File: config.mk
export PLATFORM = sky130hd
export DESIGN_NAME = bp_top
export DESIGN_NICKNAME = d
export VERILOG_FILES = /design/src/bp_pkg.sv /design/src/pred_table.sv /design/src/predict_stage.sv /design/src/resolve_fifo.sv /design/src/update_stage.sv /design/src/bp_top.sv
export SDC_FILE = /design/constraint.sdc
export NUM_CORES = 1
export LEC_CHECK = 0
export ABC_CLOCK_PERIOD_IN_PS = 18700
export BUFFER_PORTS_ARGS = -buffer_cell sky130_fd_sc_hd__buf_2
export CAP_MARGIN = 20
export CORE_MARGIN = 3
export CORE_UTILIZATION = 65
export CTS_BUF_LIST = sky130_fd_sc_hd__clkbuf_2 sky130_fd_sc_hd__clkbuf_4 sky130_fd_sc_hd__clkbuf_8
export CTS_CLUSTER_DIAMETER = 60
export DETAILED_ROUTE_END_ITERATION = 6
export GPL_ROUTABILITY_DRIVEN = 0
export MAX_ROUTING_LAYER = met4
export PLACE_DENSITY = 0.79
export SETUP_SLACK_MARGIN = 0.02
export SYNTH_ARGS = -nofsm -noshare
export SYNTH_HDL_FRONTEND = slang
export SYNTH_SLANG_ARGS = --single-unit
File: constraint.sdc
create_clock -name clk -period 18.7 [get_ports clk]
set_clock_uncertainty 0.05 [all_clocks]
set_input_delay 3.74 -clock clk [delete_from_list [all_inputs] [get_ports clk]]
set_output_delay 3.74 -clock clk [all_outputs]
set_load 0.005 [all_outputs]
File: src/bp_pkg.sv
/*
  Shared types for the 2-bit counter branch predictor.
  The table index is pc[9:2]. There are no tags, so PCs that alias share one counter.
*/
`default_nettype none

package bp_pkg;

    localparam int bp_index_bits         = 8;   // 256 entry counter table
    localparam int bp_index_lsb          = 2;   // word aligned pcs, byte offset ignored
    localparam int mispredict_count_bits = 16;  // saturating event counter width

    // classic bimodal counter, msb gives the predicted direction
    typedef enum logic [1:0] {
        strong_not_taken = 2'd0,
        weak_not_taken   = 2'd1,  // also what a cold entry reads as
        weak_taken       = 2'd2,
        strong_taken     = 2'd3
    } counter_t;

    // one in-flight prediction, captured at lookup and consumed at resolve
    typedef struct packed {
        logic [bp_index_bits-1:0] index;    // table slot to train
        counter_t                 counter;  // counter value seen at lookup
        logic                     hit;      // valid bit seen at lookup
    } pred_rec_t;

    function automatic logic predicts_taken(counter_t c);
        return c[1];  // upper half of the range means taken
    endfunction

    // move one step toward the real outcome, holding at either end
    function automatic counter_t counter_step(counter_t c, logic taken);
        counter_t next;
        next = c;
        if (taken && c != strong_taken)
            next = counter_t'(c + 2'd1);
        else if (!taken && c != strong_not_taken)
            next = counter_t'(c - 2'd1);
        return next;
    endfunction

endpackage

`default_nettype wire

File: src/pred_table.sv
/*
  256 entry table of 2-bit counters, indexed directly.
  Only the valid bits are reset. An invalid entry reads as weak_not_taken with rd_hit low.
  The read is combinational, so a read and a write to one index in the same cycle return the old value.
*/
`default_nettype none

module pred_table
    import bp_pkg::*;
(
    input  logic                     clk,
    input  logic                     rst,
    input  logic [bp_index_bits-1:0] rd_index,    // lookup side
    output counter_t                 rd_counter,
    output logic                     rd_hit,
    input  logic                     wr_en,       // training side
    input  logic [bp_index_bits-1:0] wr_index,
    input  counter_t                 wr_counter
);

    localparam int entries = 2 ** bp_index_bits;

    counter_t           counters [entries];  // payload, meaningful only where valid
    logic [entries-1:0] valid;               // one bit per slot, set on first write

    // cold slots look like weak not-taken, as if freshly allocated
    assign rd_hit     = valid[rd_index];
    assign rd_counter = rd_hit ? counters[rd_index] : weak_not_taken;

    // valid bits, cleared as a whole on reset
    always_ff @(posedge clk or posedge rst) begin
        if (rst) begin
            valid <= '0;
        end else if (wr_en) begin
            valid[wr_index] <= 1'b1;  // slot now holds a trained counter
        end
    end

    // counter storage, plain write port
    always_ff @(posedge clk) begin
        if (wr_en) begin
            counters[wr_index] <= wr_counter;
        end
    end

endmodule

`default_nettype wire

File: src/predict_stage.sv
/*
  Lookup side. A lookup is taken only while the FIFO is not full.
  push is combinational, so the FIFO stores the record on the same edge that raises pred_valid.
*/
`default_nettype none

module predict_stage
    import bp_pkg::*;
(
    input  logic                     clk,
    input  logic                     rst,
    input  logic                     lookup,      // one cycle strobe
    input  logic [31:0]              lookup_pc,
    input  logic                     full,        // from resolve_fifo
    output logic [bp_index_bits-1:0] rd_index,    // to pred_table
    input  counter_t                 rd_counter,
    input  logic                     rd_hit,
    output logic                     pred_valid,  // one cycle pulse
    output logic                     pred_taken,
    output logic                     pred_hit,
    output logic                     push,        // to resolve_fifo
    output pred_rec_t                push_rec
);

    logic accept;  // lookup that will really be predicted

    assign rd_index = lookup_pc[bp_index_lsb +: bp_index_bits];  // pc[9:2]
    assign accept   = lookup & ~full;  // lookups while full are dropped

    // record goes into the FIFO this edge, before any training of the slot
    assign push           = accept;
    assign push_rec.index = rd_index;
    assign push_rec.counter = rd_counter;
    assign push_rec.hit   = rd_hit;

    // registered prediction outputs, one cycle after the lookup
    always_ff @(posedge clk or posedge rst) begin
        if (rst) begin
            pred_valid <= 1'b0;
            pred_taken <= 1'b0;
            pred_hit   <= 1'b0;
        end else begin
            pred_valid <= accept;
            if (accept) begin
                pred_taken <= predicts_taken(rd_counter);  // counter msb
                pred_hit   <= rd_hit;                      // low on a cold slot
            end
        end
    end

endmodule

`default_nettype wire

File: src/resolve_fifo.sv
/*
  In-order buffer of prediction records waiting for their branch to resolve.
  FIFO_DEPTH must be a power of two, at least 2. A push while full or a pop while
  empty is ignored.
*/
`default_nettype none

module resolve_fifo
    import bp_pkg::*;
#(
    parameter int FIFO_DEPTH = 4
) (
    input  logic      clk,
    input  logic      rst,
    input  logic      push,
    input  pred_rec_t push_rec,
    input  logic      pop,
    output pred_rec_t head_rec,  // oldest record, valid while not empty
    output logic      empty,
    output logic      full
);

    localparam int ptr_bits = $clog2(FIFO_DEPTH);
    localparam logic [ptr_bits:0] depth_count = FIFO_DEPTH[ptr_bits:0];

    pred_rec_t           mem [FIFO_DEPTH];  // record storage, no reset
    logic [ptr_bits-1:0] wr_ptr;            // wraps by itself, depth is a power of two
    logic [ptr_bits-1:0] rd_ptr;
    logic [ptr_bits:0]   count;             // occupancy, 0 to FIFO_DEPTH
    logic                do_push;
    logic                do_pop;

    assign empty    = (count == '0);
    assign full     = (count == depth_count);
    assign do_push  = push & ~full;
    assign do_pop   = pop & ~empty;
    assign head_rec = mem[rd_ptr];

    // pointers and occupancy
    always_ff @(posedge clk or posedge rst) begin
        if (rst) begin
            wr_ptr <= '0;
            rd_ptr <= '0;
            count  <= '0;
        end else begin
            if (do_push)
                wr_ptr <= wr_ptr + 1'b1;
            if (do_pop)
                rd_ptr <= rd_ptr + 1'b1;
            case ({do_push, do_pop})
                2'b10:   count <= count + 1'b1;
                2'b01:   count <= count - 1'b1;
                default: count <= count;  // idle, or push and pop together
            endcase
        end
    end

    always_ff @(posedge clk) begin
        if (do_push) begin
            mem[wr_ptr] <= push_rec;
        end
    end

endmodule

`default_nettype wire

File: src/update_stage.sv
/*
  Resolve side. A resolve trains the counter of the oldest outstanding record.
  The step starts from the counter seen at lookup, not from the current table value.
  A resolve with nothing in flight is dropped. The mispredict count holds at its maximum.
*/
`default_nettype none

module update_stage
    import bp_pkg::*;
(
    input  logic                             clk,
    input  logic                             rst,
    input  logic                             resolve,        // one cycle strobe
    input  logic                             resolve_taken,  // real outcome
    input  logic                             empty,          // from resolve_fifo
    input  pred_rec_t                        head_rec,
    output logic                             pop,
    output logic                             wr_en,          // to pred_table
    output logic [bp_index_bits-1:0]         wr_index,
    output counter_t                         wr_counter,
    output logic                             mispredict,     // one cycle pulse
    output logic [mispredict_count_bits-1:0] mispredict_count
);

    logic accept;  // resolve that has a record to match
    logic wrong;   // outcome disagrees with the prediction that was made

    assign accept = resolve & ~empty;
    assign wrong  = predicts_taken(head_rec.counter) != resolve_taken;

    // pop and train on the same edge
    assign pop        = accept;
    assign wr_en      = accept;
    assign wr_index   = head_rec.index;
    assign wr_counter = counter_step(head_rec.counter, resolve_taken);

    // registered mispredict flag and its running count
    always_ff @(posedge clk or posedge rst) begin
        if (rst) begin
            mispredict       <= 1'b0;
            mispredict_count <= '0;
        end else begin
            mispredict <= accept & wrong;
            if (accept && wrong && mispredict_count != '1) begin
                mispredict_count <= mispredict_count + 1'b1;  // stops at all ones
            end
        end
    end

endmodule

`default_nettype wire

File: src/bp_top.sv
/*
  Bimodal branch direction predictor with in-order resolve.
  Prediction follows lookup by one cycle, and lookup_ready drops when FIFO_DEPTH
  branches are in flight. There is no flush, so every accepted lookup needs a resolve.
*/
`default_nettype none

module bp_top
    import bp_pkg::*;
#(
    parameter int FIFO_DEPTH = 4  // in-flight branches, power of two
) (
    input  logic                             clk,
    input  logic                             rst,
    input  logic                             lookup,
    input  logic [31:0]                      lookup_pc,
    input  logic                             resolve,
    input  logic                             resolve_taken,
    output logic                             lookup_ready,
    output logic                             pred_valid,
    output logic                             pred_taken,
    output logic                             pred_hit,
    output logic                             mispredict,
    output logic [mispredict_count_bits-1:0] mispredict_count
);

    logic [bp_index_bits-1:0] rd_index;
    counter_t                 rd_counter;
    logic                     rd_hit;
    logic                     wr_en;
    logic [bp_index_bits-1:0] wr_index;
    counter_t                 wr_counter;
    logic                     push;
    pred_rec_t                push_rec;
    logic                     pop;
    pred_rec_t                head_rec;
    logic                     empty;
    logic                     full;

    assign lookup_ready = ~full;  // room for one more record

    pred_table u_table (
        .clk(clk), .rst(rst),
        .rd_index(rd_index), .rd_counter(rd_counter), .rd_hit(rd_hit),
        .wr_en(wr_en), .wr_index(wr_index), .wr_counter(wr_counter)
    );

    predict_stage u_predict (
        .clk(clk), .rst(rst),
        .lookup(lookup), .lookup_pc(lookup_pc), .full(full),
        .rd_index(rd_index), .rd_counter(rd_counter), .rd_hit(rd_hit),
        .pred_valid(pred_valid), .pred_taken(pred_taken), .pred_hit(pred_hit),
        .push(push), .push_rec(push_rec)
    );

    resolve_fifo #(.FIFO_DEPTH(FIFO_DEPTH)) u_fifo (
        .clk(clk), .rst(rst),
        .push(push), .push_rec(push_rec), .pop(pop),
        .head_rec(head_rec), .empty(empty), .full(full)
    );

    update_stage u_update (
        .clk(clk), .rst(rst),
        .resolve(resolve), .resolve_taken(resolve_taken),
        .empty(empty), .head_rec(head_rec), .pop(pop),
        .wr_en(wr_en), .wr_index(wr_index), .wr_counter(wr_counter),
        .mispredict(mispredict), .mispredict_count(mispredict_count)
    );

endmodule

`default_nettype wire

==> results_dict.tcl, run 1 <==
set metrics [dict create \
    first_global_vias 19800 \
    io_buffers 33 \
    hold_viol 0 \
    cts_tree "yes" \
    start_util 0.663 \
    viasPerCell 6.48 \
    fin_area_um2 37900 \
    startpoint "lookup_pc[3]" \
    setup-violations-final 0 \
    drc 0 \
    yosysWarnings 0 \
    grt_pass1_wl_mm 120 \
    final_layout_size_suffix_gt1_frac 0.262 \
    hold_class "reg2reg" \
    vias 19100 \
    worstPathMaxFanout 85 \
    critPathRequiredTime_ns 19.25 \
    max_stage_delay_ns 1.08 \
    syn_nets 2119 \
    drt-initial-drc-count 2061 \
    clk_path_buf_depth 3 \
    grt_max_degree 257 \
    cp_data_arrival_time_ns 7.61 \
    routed_wl_mm 78.2 \
    ff2ff_path_depth 5 \
    crit_chain "clkbuf_8 > buf_4 > nand2_1 > o22ai_1 > a2111oi_0 > o311ai_1 > and4_1" \
    synth-async-reset-ratio 0.339 \
    synthFlopType "edfxtp_1" \
    crit_end "u_fifo.mem[0][2]" \
    path_clk_slew_ns 0.06 \
    place_area_um2 35000 \
    slew_violations 0 \
    vdd_drop_max_v 0.000466 \
    final_common_cell "edfxtp_1" \
    post-route-period-util 0.378 \
    grt.total_usage 0.298 \
    synth_top_area_share 0.482 \
    syn_area_um2 34400 \
    reg2reg_to "u_table.counters[235][1]" \
    layout_common_cells "552 x edfxtp_1, 283 x dfrtp_1, 277 x nor2_1, 163 x mux4_2, 161 x clkbuf_8" \
    numCtsBuffers 135 \
    synth_area_leaders "edfxtp_1 48%, dfrtp_1 21%, mux4_2 11%" \
    yosysTopAreaCell "edfxtp_1" \
    r2r_start "u_fifo.rd_ptr[0]" \
    powerDensity_nw_per_um2 151 \
    clock_tree.root_cell "clkbuf_8" \
    status "finished, final reports clean" \
    area_growth_pct 10.2 \
    cts_htree_levels 4 \
    critPathSlowestCell "o311ai_1" \
    timing.fmax_ghz 0.142 \
    setup_tns_ns 0 \
    period_minus_slack_ns 7.06 \
    yosysUniqueCellTypes 65 \
    rows 83 \
    cts_sinks 835 \
    ys_seq_elements 835 \
    avgSynthCellArea_um2 16.6 \
    worst_slew_pin_slew_ns 1.27 \
    synth_edf_count 552 \
    cts_hold_buf 0 \
    r2r_setup_slack_ns 14.95 \
    antenna_left 0 \
    cts_setup_buffers 0 \
    fp.dieArea_um2 55700 \
    maxSlewHeadroom 0.139 \
    diodes 0 \
    synth-seq-area-share 0.689 \
    rsz0062_at_grt "no" \
    io_pins 58 \
    power.leakage_uw 0.0147 \
    clk_latency_ns 0.79 \
    core_um2 51800 \
    synthCells 2073 \
    worstSetupEndpointType "flop" \
    grt_overflow 0 \
    critical_path_class "in2reg" \
    hold_ws_ns 0.406 \
    nNetsFinal 2207 \
    drv_cap 0 \
    die_height_um 236 \
    cts_resized 0 \
    critPathLaunchType "input port" \
    first_pass_iters 5 \
    wl_per_cell_um 26.5 \
    die_x_um 236 \
    hpwl_mm 46.4 \
    antenna_found_initial 0 \
]
## where the power goes
group	internal, uW	switching [uW]
Sequential	2700	141
Clock	965	702
Combinational	369	836
Total	4030	1680
## routing by layer
layer,global-route usage,part of all wire,vias to the layer above
li1,-,-,7998
met1,0.408,0.39,9843
met2,0.437,0.47,1084
met3,0.0838,0.10,185
met4,0.112,0.036,0
met5,-,0,-
## cells in the mapped netlist (12+ instances only)
master    number
edfxtp_1     552
dfrtp_1      283
nor2_1       277
mux4_2       163
or2_1        155
or2_2        103
nand2_1       66
mux2i_1       63
buf_2         52
nand3_1       31
a22oi_1       29
mux2_2        29
mux4_1        26
clkbuf_1      24
nor2b_1       19
inv_1         15
xnor2_1       15
buf_4         14
buf_6         12
## flip-flops by register name, indices dropped and copies added, names as in the netlist
signal                     cells
u_update.mispredict            1
u_fifo.wr_ptr                  2
u_update.mispredict_count     16
u_table.valid                256
u_predict.pred_valid           1
u_table.counters             512
u_fifo.rd_ptr                  2
u_fifo.mem                    40
u_predict.pred_hit             1
u_fifo.count                   3
u_predict.pred_taken           1
## logic make-up after synthesis
group           Yosys count  synth area share
simple gates            704             0.103
fa+ha+maj                 9           0.00350
mux                     281             0.155
flops                   835             0.689
compound gates           94            0.0216
buf+inv                 127            0.0231
xor+xnor                 23           0.00586
## worst min-delay path by stage
stage	startpoint	endpoint	slack (ns)	cells past startpoint
global route	u_table.valid[133]	u_table.valid[133]	0.41	1
CTS	u_table.valid[155]	u_table.valid[155]	0.41	1
finish	u_table.valid[133]	u_table.valid[133]	0.41	1
global placement	u_table.valid[149]	u_table.valid[149]	0.39	1
floorplan	u_table.valid[129]	u_table.valid[129]	0.37	1
detailed placement	u_table.valid[133]	u_table.valid[133]	0.39	1
## final cells by class
class                           instances  area (um^2)
Clock buffer                          207         2550
Multi-Input combinational cell       1111         9940
Tap cell                              680          851
Fill cell                            3045        13900
Inverter                               15         63.8
Clock inverter                         37          344
Sequential cell                       835        23700
Timing Repair Buffer                   63          465
## worst max-delay path: cells and delay by family
family,cells,cell delay [ns]
and+or+nand+nor,2,1.00
buffers and inverters,2,1.37
AOI/OAI and AO/OA,3,1.43
## through the flow
step / power (uW) / utilization / cells / setup WS (ns)
3_5_place_dp: 4060 / 0.675 / 2704 / 10.95
3_3_place_gp: 3980 / 0.675 / 2704 / 10.97
2_1_floorplan: 3760 / - / 2073 / 6.43
4_1_cts: 5720 / 0.731 / 2948 / 11.78
5_1_grt: 5940 / 0.731 / 2948 / 11.58
6_report: 5710 / 0.731 / 2948 / 11.64
(Power assumes the default switching activity.)
==> inputs of run 2 (changes only) <==
--- a/config.mk
+++ b/config.mk
@@ -5,7 +5,7 @@
 export SDC_FILE = /design/constraint.sdc
 export NUM_CORES = 1
 export LEC_CHECK = 0
-export ABC_CLOCK_PERIOD_IN_PS = 18700
+export ABC_CLOCK_PERIOD_IN_PS = 6800
 export BUFFER_PORTS_ARGS = -buffer_cell sky130_fd_sc_hd__buf_2
 export CAP_MARGIN = 20
 export CORE_MARGIN = 3
==> constraint.sdc (replaced) <==
create_clock -name clk -period 6.8 [get_ports clk]
set_clock_uncertainty 0.05 [all_clocks]
set_input_delay 1.36 -clock clk [delete_from_list [all_inputs] [get_ports clk]]
set_output_delay 1.36 -clock clk [all_outputs]
set_load 0.005 [all_outputs]
==> results_dict.tcl, run 2 (same netlist as run 1, synthesis figures left out) <==
set metrics [dict create \
    wl_per_cell_um 26.9 \
    top_register "u_table.counters" \
    final_layout_size_suffix_gt1_frac 0.264 \
    setup-violations-final 0 \
    largest_register_ffs 512 \
    drc 0 \
    drt-initial-drc-count 2037 \
    io_pins 58 \
    fin_area_um2 37800 \
    fp.dieArea_um2 55700 \
    timing.fmax_ghz 0.238 \
    placedCellCount 2713 \
    antenna_found_initial 1 \
    setup_tns_ns 0 \
    powerDensity_nw_per_um2 409 \
    maxSlewHeadroom 0.187 \
    clk_path_buf_depth 3 \
    power.leakage_uw 0.0146 \
    viasPerCell 6.47 \
    hpwl_mm 48.1 \
    cts_sinks 835 \
    vdd_drop_max_v 0.00148 \
    cts_resized 0 \
    period_minus_slack_ns 4.21 \
    clk_latency_ns 0.78 \
    cp_data_arrival_time_ns 4.58 \
    hold_viol 0 \
    diodes 0 \
    worstPathMaxFanout 85 \
    antenna_left 0 \
    start_util 0.663 \
    post-route-period-util 0.619 \
    routed_wl_mm 79.5 \
    slew_violations 0 \
    clock_tree.root_cell "clkbuf_8" \
    place_area_um2 35100 \
    die_x_um 236 \
    reg_top3 "u_table.counters x512, u_table.valid x256, u_fifo.mem x40" \
    first_global_vias 19700 \
    vias 19100 \
    cts_hold_buf 0 \
    drv_cap 0 \
    status "finished, final reports clean" \
    cts_setup_buffers 0 \
    die_height_um 236 \
    grt.total_usage 0.303 \
    rsz0062_at_grt "no" \
    nNetsFinal 2214 \
    rows 83 \
    io_buffers 33 \
    final-instance-count-excl-fill 2954 \
    grt_overflow 0 \
    path_clk_slew_ns 0.06 \
    critical_path_class "in2reg" \
    final_common_cell "edfxtp_1" \
    grt_max_degree 257 \
    layout_common_cells "552 x edfxtp_1, 283 x dfrtp_1, 277 x nor2_1, 163 x mux4_2, 155 x or2_1" \
    nFillCells 3035 \
    first_pass_iters 5 \
    worst_slew_pin_slew_ns 1.22 \
    core_um2 51800 \
    power_uw 15400 \
    hold_class "reg2reg" \
    grt_pass1_wl_mm 121 \
    critPathRequiredTime_ns 7.17 \
    critPathLaunchType "input port" \
    area_growth_pct 9.97 \
    numCtsBuffers 132 \
    cts_tree "yes" \
    cts_htree_levels 4 \
    worstSetupEndpointType "flop" \
]
-- run 2: cell types whose count changed in the layout (fill, tap and decap cells not counted), sizes merged --
cell,change
clkinv,-2
buf,+10
bufinv,-5
clkbuf,+1
clkinvlp,+3
inv,-1
-- run 2: layer usage --
layer	vias up	track usage	wire length [um]
met2	1082	0.438	37400
met3	190	0.0796	8570
met1	9844	0.423	30600
met5	-	-	0
li1	8001	-	-
met4	0	0.112	2820
-- run 2: final timing paths --
| path | startpoint | to | slack (ns) | cells past startpoint |
|---|---|---|---|---|
| hold / removal | u_table.valid[233] | u_table.valid[233] | 0.41 | 1 |
| setup reg to reg | u_fifo.rd_ptr[0] | u_table.counters[160][1] | 2.99 | 5 |
| min in group asynchronous | rst | u_update.mispredict | 0.69 | 2 |
| hold reg to reg | u_table.valid[233] | u_table.valid[233] | 0.41 | 1 |
| max in group asynchronous | rst | u_table.valid[241] | 4.70 | 3 |
| setup / recovery | lookup_pc[2] | u_fifo.mem[1][1] | 2.59 | 8 |
-- run 2: worst max-delay path, stage by stage --
cell	delay (ns)
buf_8	0.64
buf_4	0.54
mux4_2	0.60
mux4_2	0.52
a22oi_1	0.20
nand2_1	0.08
a31oi_1	0.25
nand3_1	0.27
-- run 2: power breakdown --
| part | internal, uW | leakage (uW) | switching [uW] |
|---|---|---|---|
| Clock | 2420 | 0.00145 | 1890 |
| Combinational | 1030 | 0.00438 | 2320 |
| Sequential | 7410 | 0.00881 | 385 |
-- run 2: area by class of cell --
type	count	area [um^2]	area share
sequential	835	23700	0.626
multi-input combinational	1111	9940	0.263
clock inverter	32	199	0.00527
clock buffer	208	2510	0.0665
tap	680	851	0.0225
inverter	15	60.1	0.00159
timing repair buffer	73	566	0.0150
-- run 2: through the flow --
stage | util | hold slack, ns | worst slack (ns)
final | 0.729 | 0.409 | 2.59
after global routing | 0.729 | 0.415 | 2.50
after CTS | 0.729 | 0.409 | 2.63
after detailed placement | 0.677 | 0.393 | 1.81
after global placement | 0.677 | 0.387 | 1.86
after floorplan | - | 0.374 | 0.108
